--- config.mk ---
export PLATFORM = sky130hd
export DESIGN_NAME = aes_control_top
export DESIGN_NICKNAME = d
export VERILOG_FILES = /design/src/aes_ctrl_pkg.sv /design/src/aes_apb_regs.sv /design/src/aes_round_seq.sv /design/src/aes_ctrl_decode.sv /design/src/aes_control_top.sv
export SDC_FILE = /design/constraint.sdc
export NUM_CORES = 1
export LEC_CHECK = 0
export ABC_AREA = 0
export ABC_CLOCK_PERIOD_IN_PS = 4000
export BUFFER_PORTS_ARGS = -buffer_cell sky130_fd_sc_hd__buf_2
export CAP_MARGIN = 20
export CORE_MARGIN = 1.5
export CORE_UTILIZATION = 45
export DETAILED_ROUTE_END_ITERATION = 10
export GPL_TIMING_DRIVEN = 0
export HOLD_SLACK_MARGIN = 0.02
export PLACE_DENSITY = 0.85
export SLEW_MARGIN = 20
export SYNTH_ARGS = -nofsm -noshare
export SYNTH_HDL_FRONTEND = slang
export SYNTH_SLANG_ARGS = --single-unit
--- constraint.sdc ---
create_clock -name clk -period 4 [get_ports clk]
set_clock_uncertainty 0.2 [all_clocks]
set_input_delay 0.2 -clock clk [delete_from_list [all_inputs] [get_ports clk]]
set_output_delay 0.2 -clock clk [all_outputs]
set_load 0.03 [all_outputs]
--- src/aes_ctrl_pkg.sv ---
// Operation, state and select encodings, round and bus constants, control word and status structs
package aes_ctrl_pkg;

	//==========================================================================
	// Widths and register map
	//==========================================================================
	// Round counter, wide enough for 14 rounds plus one
	localparam int ROUND_W = 4;
	localparam int APB_AW  = 4;

	// Word offsets on the APB side
	localparam logic [APB_AW-1:0] AES_CR = 4'd0;
	localparam logic [APB_AW-1:0] AES_SR = 4'd1;

	// Round count at the start of a pass
	localparam logic [ROUND_W-1:0] INITIAL_ROUND = '0;

	//==========================================================================
	// Operation and sequencer encodings
	//==========================================================================
	typedef enum logic [1:0] {
		ENCRYPTION     = 2'b00,
		KEY_DERIVATION = 2'b01,
		DECRYPTION     = 2'b10,
		DECRYP_W_DERIV = 2'b11
	} op_mode_e;

	// Column-serial sequencer, all 16 codes in use
	typedef enum logic [3:0] {
		IDLE        = 4'd0,
		ROUND0_COL0 = 4'd1,
		ROUND0_COL1 = 4'd2,
		ROUND0_COL2 = 4'd3,
		ROUND0_COL3 = 4'd4,
		ROUND_KEY0  = 4'd5,
		ROUND_COL0  = 4'd6,
		ROUND_COL1  = 4'd7,
		ROUND_COL2  = 4'd8,
		ROUND_COL3  = 4'd9,
		READY       = 4'd10,
		GEN_KEY0    = 4'd11,
		GEN_KEY1    = 4'd12,
		GEN_KEY2    = 4'd13,
		GEN_KEY3    = 4'd14,
		NOP         = 4'd15
	} seq_state_e;

	//==========================================================================
	// Datapath selects and enables
	//==========================================================================
	typedef enum logic [2:0] {
		COL_0      = 3'b000,
		COL_1      = 3'b001,
		COL_2      = 3'b010,
		COL_3      = 3'b011,
		G_FUNCTION = 3'b100
	} sbox_sel_e;

	typedef enum logic [1:0] {
		COL        = 2'b00,
		MIXCOL_IN  = 2'b01,
		MIXCOL_OUT = 2'b10
	} rk_sel_e;

	typedef enum logic [1:0] {
		SHIFT_ROWS = 2'b00,
		ADD_RK_OUT = 2'b01
	} col_sel_e;

	// Key word picked for the round-key adder
	localparam logic [1:0] KEY_0 = 2'b00;
	localparam logic [1:0] KEY_1 = 2'b01;
	localparam logic [1:0] KEY_2 = 2'b10;
	localparam logic [1:0] KEY_3 = 2'b11;

	// Key register load source
	localparam logic KEY_HOST = 1'b0;
	localparam logic KEY_OUT  = 1'b1;

	// One-hot word enables
	localparam logic [3:0] KEY_DIS  = 4'b0000;
	localparam logic [3:0] EN_KEY_0 = 4'b0001;
	localparam logic [3:0] EN_KEY_1 = 4'b0010;
	localparam logic [3:0] EN_KEY_2 = 4'b0100;
	localparam logic [3:0] EN_KEY_3 = 4'b1000;
	localparam logic [3:0] COL_DIS  = 4'b0000;
	localparam logic [3:0] EN_COL_0 = 4'b0001;
	localparam logic [3:0] EN_COL_1 = 4'b0010;
	localparam logic [3:0] EN_COL_2 = 4'b0100;
	localparam logic [3:0] EN_COL_3 = 4'b1000;
	localparam logic [3:0] COL_ALL  = 4'b1111;

	//==========================================================================
	// Structs
	//==========================================================================
	// Control word to the external datapath
	typedef struct packed {
		sbox_sel_e  sbox_sel;
		rk_sel_e    rk_sel;
		logic [1:0] key_out_sel;
		col_sel_e   col_sel;
		logic [3:0] key_en;
		logic [3:0] col_en;
		logic       bypass_rk;
		logic       bypass_key_en;
		logic       key_sel;
		logic       key_derivation_en;
	} aes_dp_ctrl_t;

	// Sequencer view shared with decoder and registers
	typedef struct packed {
		seq_state_e state;
		logic       enc_dec;
		logic       first_round;
		logic       last_round;
	} seq_status_t;

endpackage

--- src/aes_apb_regs.sv ---
// APB slave with control and status registers, start pulse and sticky done flag
`timescale 1ns/100ps
module aes_apb_regs
	import aes_ctrl_pkg::*;
(
	input  logic              clk,
	input  logic              rst_n,
	input  logic              psel,
	input  logic              penable,
	input  logic              pwrite,
	input  logic [APB_AW-1:0] paddr,
	input  logic [31:0]       pwdata,
	output logic [31:0]       prdata,
	output logic              pready,
	output logic              pslverr,
	input  logic              end_comp,
	input  seq_status_t       status,
	output logic              start,
	output op_mode_e          op_mode,
	output logic              disable_core
);

	logic access;
	logic addr_ok;
	logic wr_cr;
	logic rd_sr;
	logic busy;
	logic done;

	//==========================================================================
	// Access decode
	//==========================================================================
	// Second phase of a transfer, zero wait states
	assign access  = psel & penable;
	assign addr_ok = (paddr == AES_CR) || (paddr == AES_SR);
	assign wr_cr   = access & pwrite & (paddr == AES_CR);
	assign rd_sr   = access & ~pwrite & (paddr == AES_SR);
	assign pready  = 1'b1;
	// Error only on unmapped offsets
	assign pslverr = access & ~addr_ok;

	// Busy whenever the sequencer has left IDLE
	assign busy = (status.state != IDLE);

	// Control register, bit 2 is not stored
	always_ff @(posedge clk or negedge rst_n)
	begin
		if (!rst_n)
		begin
			op_mode      <= ENCRYPTION;
			disable_core <= 1'b0;
		end
		else if (wr_cr)
		begin
			op_mode      <= op_mode_e'(pwdata[1:0]);
			disable_core <= pwdata[3];
		end
	end

	// Start strobe, high the cycle after the access
	always_ff @(posedge clk or negedge rst_n)
	begin
		if (!rst_n)
			start <= 1'b0;
		else
			start <= wr_cr & pwdata[2];
	end

	// Sticky done, a new completion wins over a status read
	always_ff @(posedge clk or negedge rst_n)
	begin
		if (!rst_n)
			done <= 1'b0;
		else if (end_comp)
			done <= 1'b1;
		else if (rd_sr)
			done <= 1'b0;
	end

	// Read data
	always_comb
	begin
		prdata = '0;
		if (psel && !pwrite)
		begin
			case (paddr)
				AES_CR:  prdata = {28'd0, disable_core, 1'b0, op_mode};
				AES_SR:  prdata = {30'd0, busy, done};
				default: prdata = '0;
			endcase
		end
	end

endmodule

--- src/aes_round_seq.sv ---
// Round sequencer FSM, round counter and first/last round flags
`timescale 1ns/100ps
module aes_round_seq
	import aes_ctrl_pkg::*;
#(
	parameter int NUM_ROUNDS = 10
)
(
	input  logic               clk,
	input  logic               rst_n,
	input  logic               start,
	input  op_mode_e           op_mode,
	input  logic               disable_core,
	output seq_status_t        status,
	output logic [ROUND_W-1:0] round,
	output logic               end_comp
);

	// Final round, plus one for the decryption key pass
	localparam logic [ROUND_W-1:0] LAST_RD     = ROUND_W'(NUM_ROUNDS);
	localparam logic [ROUND_W-1:0] LAST_RD_INC = ROUND_W'(NUM_ROUNDS + 1);

	seq_state_e         state;
	seq_state_e         next_state;
	logic [ROUND_W-1:0] rd_count;
	logic               rd_count_en;
	logic               rd_count_clr;
	logic               enc_dec;
	logic               gen_key;
	logic               op_key_derivation;
	logic               first_round;
	logic               last_round;

	assign gen_key = (state == GEN_KEY0) || (state == GEN_KEY1) ||
		(state == GEN_KEY2) || (state == GEN_KEY3);
	// Forward direction, key expansion always runs forward
	assign enc_dec = (op_mode == ENCRYPTION) || (op_mode == KEY_DERIVATION) || gen_key;
	assign op_key_derivation = (op_mode == KEY_DERIVATION);

	// State register
	always_ff @(posedge clk or negedge rst_n)
	begin
		if (!rst_n)
			state <= IDLE;
		else if (disable_core)
			state <= IDLE;
		else
			state <= next_state;
	end

	//==========================================================================
	// Next state
	//==========================================================================
	// Columns walk up when encrypting, down when decrypting
	always_comb
	begin
		next_state = state;
		case (state)
			IDLE:
			begin
				if (start)
				begin
					case (op_mode)
						ENCRYPTION: next_state = ROUND0_COL0;
						DECRYPTION: next_state = ROUND0_COL3;
						default:    next_state = GEN_KEY0;
					endcase
				end
			end
			ROUND0_COL0: next_state = enc_dec ? ROUND0_COL1 : ROUND_KEY0;
			ROUND0_COL1: next_state = enc_dec ? ROUND0_COL2 : ROUND0_COL0;
			ROUND0_COL2: next_state = enc_dec ? ROUND0_COL3 : ROUND0_COL1;
			ROUND0_COL3: next_state = enc_dec ? ROUND_KEY0 : ROUND0_COL2;
			ROUND_KEY0:
			begin
				if (first_round)
					next_state = enc_dec ? ROUND_COL0 : ROUND_COL3;
				else
					next_state = last_round ? READY : NOP;
			end
			// Spacer between rounds
			NOP:         next_state = enc_dec ? ROUND_COL0 : ROUND_COL3;
			ROUND_COL0:  next_state = enc_dec ? ROUND_COL1 : ROUND_KEY0;
			ROUND_COL1:  next_state = enc_dec ? ROUND_COL2 : ROUND_COL0;
			ROUND_COL2:  next_state = enc_dec ? ROUND_COL3 : ROUND_COL1;
			ROUND_COL3:
			begin
				if (enc_dec)
					next_state = last_round ? READY : ROUND_KEY0;
				else
					next_state = ROUND_COL2;
			end
			GEN_KEY0:    next_state = GEN_KEY1;
			GEN_KEY1:    next_state = GEN_KEY2;
			GEN_KEY2:    next_state = GEN_KEY3;
			GEN_KEY3:
			begin
				// Derivation alone ends here, else decrypt with the last key
				if (last_round)
					next_state = op_key_derivation ? READY : ROUND0_COL3;
				else
					next_state = GEN_KEY0;
			end
			READY:       next_state = IDLE;
		endcase
	end

	//==========================================================================
	// Round counter
	//==========================================================================
	// Holds at the final decryption key step so READY shows the round count
	assign rd_count_en = (state == GEN_KEY0) || ((state == ROUND_KEY0) && !last_round);
	// Restart before the decryption pass that follows expansion
	assign rd_count_clr = (state == IDLE) ||
		((state == GEN_KEY3) && last_round && !op_key_derivation);

	always_ff @(posedge clk or negedge rst_n)
	begin
		if (!rst_n)
			rd_count <= INITIAL_ROUND;
		else if (rd_count_clr)
			rd_count <= INITIAL_ROUND;
		else if (rd_count_en)
			rd_count <= rd_count + 1'b1;
	end

	assign first_round = (rd_count == INITIAL_ROUND);
	assign last_round  = (rd_count == LAST_RD) || (rd_count == LAST_RD_INC);

	// Outputs
	assign round    = rd_count;
	assign end_comp = (state == READY);
	assign status   = '{state: state, enc_dec: enc_dec,
		first_round: first_round, last_round: last_round};

endmodule

--- src/aes_ctrl_decode.sv ---
// Per-state decode of the sequencer status into the datapath control word
`timescale 1ns/100ps
module aes_ctrl_decode
	import aes_ctrl_pkg::*;
(
	input  seq_status_t  status,
	input  op_mode_e     op_mode,
	output aes_dp_ctrl_t ctrl
);

	logic enc_dec;
	logic last_round;

	assign enc_dec    = status.enc_dec;
	assign last_round = status.last_round;

	always_comb
	begin
		// Idle datapath, nothing loads
		ctrl                   = '0;
		ctrl.sbox_sel          = COL_0;
		ctrl.rk_sel            = COL;
		ctrl.key_out_sel       = KEY_0;
		ctrl.col_sel           = SHIFT_ROWS;
		ctrl.key_sel           = KEY_HOST;
		ctrl.key_en            = KEY_DIS;
		ctrl.col_en            = COL_DIS;
		ctrl.bypass_rk         = 1'b0;
		ctrl.bypass_key_en     = 1'b0;
		ctrl.key_derivation_en = 1'b0;
		case (status.state)
			//==================================================================
			// Initial round, add round key only
			//==================================================================
			ROUND0_COL0:
			begin
				ctrl.bypass_rk     = 1'b1;
				ctrl.bypass_key_en = 1'b1;
				ctrl.col_sel       = enc_dec ? ADD_RK_OUT : SHIFT_ROWS;
				// Decrypt finishes with the inverse shift of all columns
				ctrl.col_en        = enc_dec ? EN_COL_0 : COL_ALL;
			end
			ROUND0_COL1, ROUND0_COL2:
			begin
				ctrl.sbox_sel      = (status.state == ROUND0_COL1) ? COL_1 : COL_2;
				ctrl.key_out_sel   = (status.state == ROUND0_COL1) ? KEY_1 : KEY_2;
				ctrl.bypass_rk     = 1'b1;
				ctrl.bypass_key_en = 1'b1;
				ctrl.col_sel       = ADD_RK_OUT;
				ctrl.col_en        = (status.state == ROUND0_COL1) ? EN_COL_1 : EN_COL_2;
				if (!enc_dec)
				begin
					ctrl.key_sel = KEY_OUT;
					ctrl.key_en  = (status.state == ROUND0_COL1) ? EN_KEY_1 : EN_KEY_2;
				end
			end
			ROUND0_COL3:
			begin
				ctrl.sbox_sel      = COL_3;
				ctrl.key_out_sel   = KEY_3;
				ctrl.bypass_rk     = 1'b1;
				ctrl.bypass_key_en = 1'b1;
				ctrl.col_sel       = enc_dec ? SHIFT_ROWS : ADD_RK_OUT;
				ctrl.col_en        = enc_dec ? COL_ALL : EN_COL_3;
				if (!enc_dec)
				begin
					ctrl.key_sel = KEY_OUT;
					ctrl.key_en  = EN_KEY_3;
				end
			end
			// Next key word 0 through the G function
			ROUND_KEY0:
			begin
				// Last decryption step already holds the cipher key
				if (!last_round)
				begin
					ctrl.sbox_sel = G_FUNCTION;
					ctrl.key_sel  = KEY_OUT;
					ctrl.key_en   = EN_KEY_0;
				end
			end
			//==================================================================
			// Cipher rounds, MixColumns skipped in the last one
			//==================================================================
			ROUND_COL0:
			begin
				ctrl.rk_sel  = last_round ? MIXCOL_IN : MIXCOL_OUT;
				ctrl.key_sel = KEY_OUT;
				if (enc_dec)
				begin
					ctrl.key_en  = EN_KEY_1;
					ctrl.col_sel = ADD_RK_OUT;
					ctrl.col_en  = EN_COL_0;
				end
				else
				begin
					ctrl.col_sel = last_round ? ADD_RK_OUT : SHIFT_ROWS;
					ctrl.col_en  = last_round ? EN_COL_0 : COL_ALL;
				end
			end
			ROUND_COL1, ROUND_COL2:
			begin
				ctrl.sbox_sel    = (status.state == ROUND_COL1) ? COL_1 : COL_2;
				ctrl.rk_sel      = last_round ? MIXCOL_IN : MIXCOL_OUT;
				ctrl.key_out_sel = (status.state == ROUND_COL1) ? KEY_1 : KEY_2;
				ctrl.key_sel     = KEY_OUT;
				ctrl.col_sel     = ADD_RK_OUT;
				ctrl.col_en      = (status.state == ROUND_COL1) ? EN_COL_1 : EN_COL_2;
				// Encrypt loads the word ahead, decrypt the same word
				if (status.state == ROUND_COL1)
					ctrl.key_en = enc_dec ? EN_KEY_2 : EN_KEY_1;
				else
					ctrl.key_en = enc_dec ? EN_KEY_3 : EN_KEY_2;
			end
			ROUND_COL3:
			begin
				ctrl.sbox_sel    = COL_3;
				ctrl.rk_sel      = last_round ? MIXCOL_IN : MIXCOL_OUT;
				ctrl.key_out_sel = KEY_3;
				ctrl.key_sel     = KEY_OUT;
				if (enc_dec)
				begin
					ctrl.col_sel = last_round ? ADD_RK_OUT : SHIFT_ROWS;
					ctrl.col_en  = last_round ? EN_COL_3 : COL_ALL;
				end
				else
				begin
					ctrl.key_en  = EN_KEY_3;
					ctrl.col_sel = ADD_RK_OUT;
					ctrl.col_en  = EN_COL_3;
				end
			end
			//==================================================================
			// Key expansion
			//==================================================================
			GEN_KEY0: ctrl.sbox_sel = G_FUNCTION;
			GEN_KEY1, GEN_KEY2, GEN_KEY3:
			begin
				ctrl.key_sel       = KEY_OUT;
				ctrl.bypass_key_en = 1'b1;
				case (status.state)
					// Words 0 and 1 together
					GEN_KEY1: ctrl.key_en = EN_KEY_0 | EN_KEY_1;
					GEN_KEY2: ctrl.key_en = EN_KEY_2;
					default:  ctrl.key_en = EN_KEY_3;
				endcase
			end
			// Derived key handed out only after derivation alone
			READY: ctrl.key_derivation_en = (op_mode == KEY_DERIVATION);
			default: ;
		endcase
	end

endmodule

--- src/aes_control_top.sv ---
// Top level of the AES controller, APB registers, round sequencer and control decode
`timescale 1ns/100ps
module aes_control_top
	import aes_ctrl_pkg::*;
#(
	parameter int NUM_ROUNDS = 10
)
(
	input  logic               clk,
	input  logic               rst_n,
	input  logic               psel,
	input  logic               penable,
	input  logic               pwrite,
	input  logic [APB_AW-1:0]  paddr,
	input  logic [31:0]        pwdata,
	output logic [31:0]        prdata,
	output logic               pready,
	output logic               pslverr,
	output aes_dp_ctrl_t       ctrl,
	output logic [ROUND_W-1:0] round,
	output logic               end_comp
);

	logic        start;
	logic        disable_core;
	op_mode_e    op_mode;
	seq_status_t status;

	// Host registers
	aes_apb_regs u_regs (
		.clk(clk), .rst_n(rst_n),
		.psel(psel), .penable(penable), .pwrite(pwrite), .paddr(paddr),
		.pwdata(pwdata), .prdata(prdata), .pready(pready), .pslverr(pslverr),
		.end_comp(end_comp), .status(status),
		.start(start), .op_mode(op_mode), .disable_core(disable_core)
	);

	// Round sequencing
	aes_round_seq #(.NUM_ROUNDS(NUM_ROUNDS)) u_seq (
		.clk(clk), .rst_n(rst_n),
		.start(start), .op_mode(op_mode), .disable_core(disable_core),
		.status(status), .round(round), .end_comp(end_comp)
	);

	// Datapath control word
	aes_ctrl_decode u_dec (
		.status(status), .op_mode(op_mode), .ctrl(ctrl)
	);

endmodule

* Yosys cells after proc, flatten, opt, wreduce, memory -nomap -nowiden
Cells that the tools add are included.
** Storage, ports and cells
- Input port bits :: 41
- Register bits after elaboration :: 13
** Operators by class
- Reductions and logical operators :: 33
- Multiplexer cells :: 62
- Bitwise operators :: 9
- Add/sub/neg operators :: 1
- Equality and inequality tests :: 21
** Operators with widths (count)
- $mux 4 :: 21
- $pmux 4 s16 :: 1
- $pmux 4 s6 :: 2
- $eq 4x4->1 const B :: 10
- $mux 3 :: 9
- $pmux 4 s2 :: 3
- $mux 2 :: 11
- $eq 4x3->1 const B :: 4
- $pmux 3 s5 :: 1
- $reduce_or 7->1 :: 2
- $logic_not 4->1 :: 3
- $reduce_or 4->1 :: 3
- $mux 1 :: 11
- $pmux 2 s5 :: 1
- $logic_or 1x1->1 :: 9
- $eq 4x1->1 const B :: 2
- $eq 4x2->1 const B :: 2
- $and 1x1->1 :: 7
- $pmux 2 s3 :: 1
- $reduce_or 2->1 :: 3
- $reduce_or 3->1 :: 2
- $add 4x1->4 const B :: 1
- $logic_and 1x1->1 :: 4
- $reduce_bool 2->1 :: 2
- other kinds (8) :: 11

* Longest topological paths before layout
Gate-level depths: netlist (run 1).
- Depth after elaboration :: 9
- Gate-level depth with buffers :: 8

* Modules after synthesis
A second synthesis (run 1) with hierarchy kept.
** Unflattened totals
- Cells, all modules :: 286
- Area, all modules :: 2144.6 µm²
** Modules (own cells, without submodules)
- aes_round_seq :: area each 963.4 µm², times used 1, cells an instance 121, seq. area each 200.2 µm²
- aes_ctrl_decode :: area each 671.9 µm², times used 1, cells an instance 109, seq. area each 0.0 µm²
- aes_apb_regs :: area each 509.2 µm², times used 1, cells an instance 56, seq. area each 125.1 µm²

* Least setup slack after synthesis (run 1)
Ideal clock, no wire load.
- Kind :: register to output
- From :: register u_seq.rd_count[0], in the netlist u_seq.round[0]
- To :: output port ctrl[6] (netlist name)
- Cell stages (with the launch flop) :: 7
- Path buffers :: 0
- Data required time :: 3600 ps
- Arrival :: 2143 ps
- Path slack :: 1457 ps
- Path through :: dfrtp_1 -> inv_1 -> ha_1 -> or2_1 -> a21oi_2 -> nor2_1 -> o32ai_1
** RTL lines
- start, declared :: line aes_round_seq.sv:25 : logic [ROUND_W-1:0] rd_count;
- start signal, assigned :: line aes_round_seq.sv:124 : rd_count <= rd_count + 1'b1;
- end, declared :: line aes_control_top.sv:19 : output aes_dp_ctrl_t ctrl,

==> summary.md, run 1 <==
| Metric | Value |
|---|---|
| Max VDD drop | `345 uV` |
| Vias in the first global route | `1819` |
| Buf/Inv on CP | `2` |
| Die area | `4460 um2` |
| Cell area after synthesis | `1830 um2` |
| Seq cells post-synth | `13` |
| Number of max-cap violations | `0` |
| DRT Pass-1 Iters | `5` |
| Worst stage delay on the critical path | `0.43 ns` |
| Largest net degree at the start of global routing | `14` |
| CP delay by family, top | `simple AND/OR/NAND/NOR gates` |
| Total track usage | `24.5%` |
| Diode count | `0` |
| Critical path cell sequence | `inv_1 > ha_1 > nor2_1 > o21ai_1 > nor3b_1 > a21oi_1 > o32ai_1 > buf_2` |
| Fillers | `378` |
| Mapped Cells | `253` |
| Achievable Freq | `0.375 GHz` |
| Final hold vios | `0` |
| Setup Fix Bufs, Post-CTS | `0` |
| Post-synth EDFFs | `0` |
| Routed wl met2 | `2.56 mm` |
| Metal3 WL | `642 um` |
| Synth Warn # | `0` |
| DRC | `0` |
| Critical Path Sink Type | `primary output` |
| P&R area growth vs syn | `25.8%` |
| Required @ worst endpoint | `3.60 ns` |
| Width of the chip | `66.8 um` |
| Initial Utilization | `46.4%` |
| Sw power | `1.16 mW` |
| Max Slew Vio Count | `0` |
| Worst-Skew Late Latency | `0.24 ns` |
| Logic pwr share | `82.9%` |
| Grt ovf | `0` |
| Slowest cell on crit path | `dfrtp_1` |
| DRT Wirelength | `5.32 mm` |
| H-tree depth | `1` |
| Reg area | `325 um2` |
| Die H | `66.8 um` |
| Worst hold path class | `input pin to flop` |
| Fin crit share | `66.6%` |
| Setup TNS | `0 ns` |
| Iter 0 DRT Violations | `257` |
| Int Pwr | `768 uW` |
| Yosys cell types | `64` |
| Run status | `complete, no violations` |
| Dominant cell type by area after synthesis | `dfrtp_1` |
| Multi-input combinational cell area | `1240 um2` |
| Sequential-to-total area share from yosys stat | `17.8%` |
| Synth top area cells | `dfrtp_1 18%, buf_4 14%, nor2_1 5.9%, nand2_1 5.3%, ha_1 4.1%` |
| Initial antenna violation count | `0` |
| WL per Instance | `13.9 um` |
| RSZ-0062 raised after global routing | `no` |
| Leak pwr | `1.18 nW` |
| Top FF cell, synth | `dfrtp_1` |
| Switching Share | `60.2%` |
| TritonCTS buffer count | `3` |
| Clock edge transition at the registers on the reported setup and hold paths | `0.06 ns` |
| Layout cells sized above 1 | `31.0%` |
| Num rows | `23` |
| Reg power frac | `11.1%` |
| Final nets | `380` |
| IO Pins | `101` |
| Maximum net fanout on the critical path | `5` |
| CTS sink cnt | `13` |
| Setup violators final | `0` |
| FFs w/ async S/R, synth | `100%` |
| Maximum clock path buffer count | `2` |
| Power Density | `838 nW/um2` |
| Startpoint types | `flop` |
| Avg Inst Size Synth | `7.24 um2` |
| M1 wire length | `2.08 mm` |
| Gpl congestion | `0.949` |
| Final Power | `1.93 mW` |
| Global-route wire length before repair | `8.38 mm` |
| Vias per cell | `5.42` |
| Yosys top cell area share | `17.8%` |
| Clock Power Share | `6.0%` |
| Crit Path Category | `flop to primary output` |
| PortBufs | `41` |
| Final min period | `2.67 ns` |
| WP data arrival | `2.27 ns` |
| Core box area | `3940 um2` |
| TritonCTS clock tree | `built` |
| Post-route ant nets | `0` |
| Via Count | `2071` |
| Detailed placer's ending HPWL | `4.10 mm` |
| Top layer in use | `met4` |
| Root Buffer | `clkbuf_8` |
==> worst register-to-register path, cell delays in order (launching register included) <==
cell and delay [ns]:
dfrtp_1 0.43, inv_1 0.09, ha_1 0.21, or2_1 0.25
a21oi_2 0.28, a22oi_1 0.15, nor3b_1 0.17, a311oi_1 0.35
==> path summary, 6_finish.rpt <==
kind,slack (ns),from,cells after the start,to
hold reg to reg,0.29,u_regs.done$_DFFE_PN0P_,2,u_regs.done$_DFFE_PN0P_
setup / recovery,1.33,u_seq.round[0]$_DFFE_PN0P_,8,ctrl[6]
max in group asynchronous,3.17,rst_n,2,u_seq.state[1]$_DFFE_PN0P_
hold / removal,0.08,penable,4,u_regs.done$_DFFE_PN0P_
min in group asynchronous,0.19,rst_n,2,u_regs.disable_core$_DFFE_PN0P_
setup reg to reg,1.75,u_seq.round[0]$_DFFE_PN0P_,7,u_seq.state[2]$_DFFE_PN0P_
==> cell usage after synthesis (all sizes together) (2+ instances only) <==
| cell | number |
|---|---|
| buf | 46 |
| nor2 | 29 |
| nand2 | 28 |
| o21ai | 16 |
| a21oi | 15 |
| dfrtp | 13 |
| inv | 10 |
| a31oi | 7 |
| a211oi | 6 |
| ha | 6 |
| nand2b | 6 |
| o211ai | 5 |
| o22ai | 5 |
| nand3 | 4 |
| nor2b | 4 |
| a21o | 3 |
| and2b | 3 |
| nor3 | 3 |
| nor3b | 3 |
| xnor2 | 3 |
| a22oi | 2 |
| and3 | 2 |
| clkbuf | 2 |
| conb | 2 |
| mux2i | 2 |
| o21a | 2 |
| o31ai | 2 |
| o32ai | 2 |
| or2 | 2 |
==> power by group through the flow <==
| stage | combinational [mW] | clock [mW] | sequential [mW] |
|---|---|---|---|
| after floorplan | 1.18 | 0 | 0.227 |
| after CTS | 1.58 | 0.118 | 0.213 |
| after global placement | 1.56 | 0 | 0.212 |
| after global routing | 1.73 | 0.122 | 0.220 |
| final | 1.60 | 0.116 | 0.214 |
| after detailed placement | 1.57 | 0 | 0.214 |
==> metrics by stage <==
step	hold slack, ns	setup WS, ns	instance area, um2	util [%]	instances
after global placement	-0.103	1.66	2210	56.0	373
after CTS	0.0803	1.34	2300	58.4	382
after global routing	0.113	1.15	2300	58.4	382
final	0.0811	1.33	2300	58.4	382
after detailed placement	-0.102	1.61	2210	56.0	373
after floorplan	-0.296	1.46	1940	-	282
==> area by class of cell <==
class	instances	area share (%)
Sequential cell	13	14.1
Buffer	48	14.6
Multi-Input combinational cell	210	53.8
Clock buffer	4	1.96
Timing Repair Buffer	46	11.1
Inverter	11	1.79
Tap cell	50	2.72
==> cell usage in the layout, fill, tap and decap left out, types with 6 or more instances in the layout <==
cell,instances
buf_4,35
inv_1,7
ha_1,6
dfrtp_1,13
o21ai_0,14
a21oi_1,13
buf_2,48
nand2_1,26
nor2_1,29
a31oi_1,7
conb_1,31
==> cells by family after synthesis <==
| family | after synthesis | synth area share (%) |
|---|---|---|
| buf+inv | 59 | 20.6 |
| compound gates | 76 | 29.3 |
| other cells | 2 | 0.410 |
| simple gates | 90 | 24.2 |
| flops | 13 | 17.8 |
| fa+ha+maj | 6 | 4.10 |
| mux | 3 | 1.71 |
| xor+xnor | 4 | 1.91 |
==> sequential cells by signal (all words and copies together), names as in the netlist <==
signal and cells:
u_regs.disable_core 1, u_regs.done 1, u_seq.state 4, u_regs.start 1
u_seq.round 4, u_regs.op_mode 2
==> metal layers <==
layer / vias to the layer above / GRT usage, %
met3: 6 / 6.76
met2: 125 / 41.3
li1: 992 / -
met4: 0 / 6.12
met1: 948 / 30.8
met5: - / 0
==> repair_timing <==
item,in CTS,in global routing
setup endpoints to repair,0,0
hold buffers,5,0
resized for setup,0,0
endpoints found under the hold margin,17,0
(Power assumes the default switching activity.)
==> run 2: changes to the inputs <==
--- a/config.mk
+++ b/config.mk
@@ -5,12 +5,12 @@
 export SDC_FILE = /design/constraint.sdc
 export NUM_CORES = 1
 export LEC_CHECK = 0
-export ABC_AREA = 0
-export ABC_CLOCK_PERIOD_IN_PS = 4000
+export ABC_AREA = 1
+export ABC_CLOCK_PERIOD_IN_PS = 2700
 export BUFFER_PORTS_ARGS = -buffer_cell sky130_fd_sc_hd__buf_2
 export CAP_MARGIN = 20
 export CORE_MARGIN = 1.5
-export CORE_UTILIZATION = 45
+export CORE_UTILIZATION = 43
 export DETAILED_ROUTE_END_ITERATION = 10
 export GPL_TIMING_DRIVEN = 0
 export HOLD_SLACK_MARGIN = 0.02
==> constraint.sdc (replaced) <==
create_clock -name clk -period 2.7 [get_ports clk]
set_clock_uncertainty 0.2 [all_clocks]
set_input_delay 0.135 -clock clk [delete_from_list [all_inputs] [get_ports clk]]
set_output_delay 0.135 -clock clk [all_outputs]
set_load 0.03 [all_outputs]
==> run 2 against run 1 <==
  * Critical endpoint is now ctrl[11]
  * Sequential share of layout area increased by 1.6 points
  * Worst setup slack got worse by 1.0 ns
  * Highest routed layer unchanged
  * Power decreased by 69%
  * Utilization increased by 1.7 points
  * Die area decreased by 8.1%
  * Synthesized cell count increased by 5.1%
  * Combinational power decreased by 87%
  * Non-clock buffer count decreased by 16
  * Via count decreased by 13%
==> summary.md, run 2 <==
| Metric | Value |
|---|---|
| Synth Warn # | `0` |
| Cell area after synthesis | `1600 um2` |
| Power Density | `291 nW/um2` |
| WL per Instance | `10.6 um` |
| IO Pins | `101` |
| DRC | `0` |
| Most common cell after layout, fill and taps aside | `nand2_1` |
| Setup violators final | `0` |
| Yosys top cell area share | `20.3%` |
| Initial antenna violation count | `0` |
| FFs w/ async S/R, synth | `100%` |
| Achievable Freq | `0.421 GHz` |
| Reg area | `325 um2` |
| Grt ovf | `0` |
| Run status | `complete, no violations` |
| Critical Path Sink Type | `primary output` |
| Top post-synthesis cells by count | `64 x nand2_1, 34 x nor2_1, 33 x inv_1, 31 x buf_4, 19 x nand3_1` |
| DRT Pass-1 Iters | `4` |
| Worst-Skew Late Latency | `0.24 ns` |
| WP data arrival | `2.04 ns` |
| Avg Inst Size Synth | `6.02 um2` |
| Sequential-to-total area share from yosys stat | `20.3%` |
| GR Layer Usage met2 | `39.6%` |
| Seq cells post-synth | `13` |
| RSZ-0062 raised after global routing | `no` |
| Iter 0 DRT Violations | `169` |
| Crit Path Category | `flop to primary output` |
| Initial Utilization | `46.5%` |
| Most frequent cells in the layout | `64 x nand2_1, 41 x buf_2, 34 x nor2_1, 33 x inv_1` |
| Root Buffer | `clkbuf_8` |
| Slowest cell on crit path | `dfrtp_1` |
| Mapped Cells | `266` |
| Most frequent CP cell | `inv_2` |
| Max VDD drop | `329 uV` |
| Total track usage | `21.4%` |
| Via Count | `1796` |
| Number of max-cap violations | `0` |
| M1 GR Usage | `25.4%` |
| Post-synth EDFFs | `0` |
| H-tree depth | `1` |
| Gpl congestion | `0.949` |
| CTS sink cnt | `13` |
| DRT Wirelength | `4.15 mm` |
| Final hold vios | `0` |
| Hold depth | `3` |
| Multi-input combinational cell area | `997 um2` |
| Layout cells sized above 1 | `27.8%` |
| Least-Margin Pin Slew | `0.565 ns` |
| Final nets | `393` |
| Global-route wire length before repair | `7.02 mm` |
| Detailed placer's ending HPWL | `3.46 mm` |
| Dominant cell type by area after synthesis | `dfrtp_1` |
| PostCTS Resize Cnt | `0` |
| Vias per cell | `4.59` |
| Fillers | `346` |
| Max Slew Vio Count | `0` |
| R2r worst-path depth | `10` |
| Clock edge transition at the registers on the reported setup and hold paths | `0.05 ns` |
| Leak pwr | `1.28 nW` |
| PortBufs | `41` |
| M3 GR Usage | `1.94%` |
| Normalized max-slew margin | `62.1%` |
| Top FF cell, synth | `dfrtp_1` |
| Maximum net fanout on the critical path | `7` |
| Die H | `64.0 um` |
| Worst stage delay on the critical path | `0.51 ns` |
| Yosys cell types | `25` |
| Global route hottest layer | `met2` |
| TritonCTS buffer count | `3` |
| Maximum clock path buffer count | `2` |
| P&R area growth vs syn | `29.2%` |
| Synth top area cells | `dfrtp_1 20%, nand2_1 15%, buf_4 15%, nor2_1 8.0%, inv_1 7.7%` |
| TritonCTS clock tree | `built` |
| Die area | `4100 um2` |
| Required @ worst endpoint | `2.37 ns` |
| Vias in the first global route | `1629` |
| Diode count | `0` |
| Critical path cell sequence | `inv_1 > nor2_2 > inv_2 > nor2_1 > inv_2 > ha_1 > a21oi_1 > o21ai_0 > buf_2` |
| Startpoint types | `flop` |
| Fin crit share | `88.0%` |
| Final min period | `2.38 ns` |
| Setup TNS | `0 ns` |
| Most frequent cell after synthesis | `nand2_1` |
| Width of the chip | `64.0 um` |
| Largest net degree at the start of global routing | `14` |
| Post-route ant nets | `0` |
| Core box area | `3440 um2` |
| Final Power | `601 uW` |
| Worst hold path class | `input pin to flop` |
| Num rows | `21` |
[run 2: cell types whose count changed after synthesis, sizes merged, moves of 14 or more]
cell   previous run  this run
nand2            28        67
nand3             4        20
inv              10        38
buf              46        32
nor2             29        43
[run 2: final timing paths]
path,startpoint,to,slack [ns]
worst max-delay path,u_seq.state[2]$_DFFE_PN0P_,ctrl[11],0.32
worst min-delay path,pwrite,u_regs.done$_DFFE_PN0P_,0.02
worst max register to register,u_seq.state[3]$_DFFE_PN0P_,u_seq.state[3]$_DFFE_PN0P_,0.52
worst min register to register,u_regs.done$_DFFE_PN0P_,u_regs.done$_DFFE_PN0P_,0.36
max in group asynchronous,rst_n,u_seq.state[2]$_DFFE_PN0P_,1.98
min in group asynchronous,rst_n,u_regs.op_mode[1]$_DFFE_PN0P_,0.10
[run 2: per-stage QoR]
| step | std cells | instance area, um2 | setup slack [ns] | util, % | hold slack, ns |
|---|---|---|---|---|---|
| floorplan | 295 | 1710 | 0.701 | - | -0.361 |
| finish | 391 | 2070 | 0.323 | 60.1 | 0.0226 |
| global placement | 382 | 1970 | 0.537 | 57.3 | -0.173 |
| detailed placement | 382 | 1970 | 0.570 | 57.3 | -0.169 |
| global route | 391 | 2070 | 0.143 | 60.1 | 0.107 |
| CTS | 391 | 2070 | 0.325 | 60.1 | 0.0210 |
[run 2: repair_timing]
action	CTS	global route
hold endpoints to repair	17	0
setup buffers	0	0
hold buffers	5	0
setup endpoints to repair	0	0
[run 2: kinds of logic after synthesis]
family                     after synthesis  synth area share, %
and+or+nand+nor                        141                 38.8
adders and majority gates                6                 4.69
AOI/OAI and AO/OA                       34                 11.6
DFF                                     13                 20.3
other                                    2                0.469
buffers and inverters                   70                 24.2
[run 2: power breakdown]
| part | switching [mW] | total (mW) | leakage (nW) | internal [mW] |
|---|---|---|---|---|
| clock | 0.0676 | 0.169 | 0.0255 | 0.102 |
| combinational | 0.137 | 0.209 | 1.08 | 0.0718 |
| sequential | 0.0160 | 0.223 | 0.168 | 0.207 |
| total | 0.221 | 0.601 | 1.28 | 0.381 |
[run 2: layout make-up]
class | count | share of cell area (%)
timing repair buffer | 46 | 12.3
tap | 46 | 2.78
clock inverter | 1 | 0.242
inverter | 38 | 6.90
clock buffer | 3 | 2.00
buffer | 32 | 11.8
sequential | 13 | 15.7
multi-input combinational | 212 | 48.2
[run 2: worst max-delay path: cells and delay by family (launching register included)]
kind	cells	cell delay (ns)
adders and majority gates	1	0.20
buffers and inverters	4	0.46
DFF	1	0.51
AOI/OAI and AO/OA	2	0.22
and+or+nand+nor	2	0.41
[run 2: per-layer routing]
layer | vias up | wire length, um
li1 | 937 | -
met5 | - | 0
met2 | 93 | 2090
met3 | 6 | 324
met4 | 0 | 50
met1 | 760 | 1680
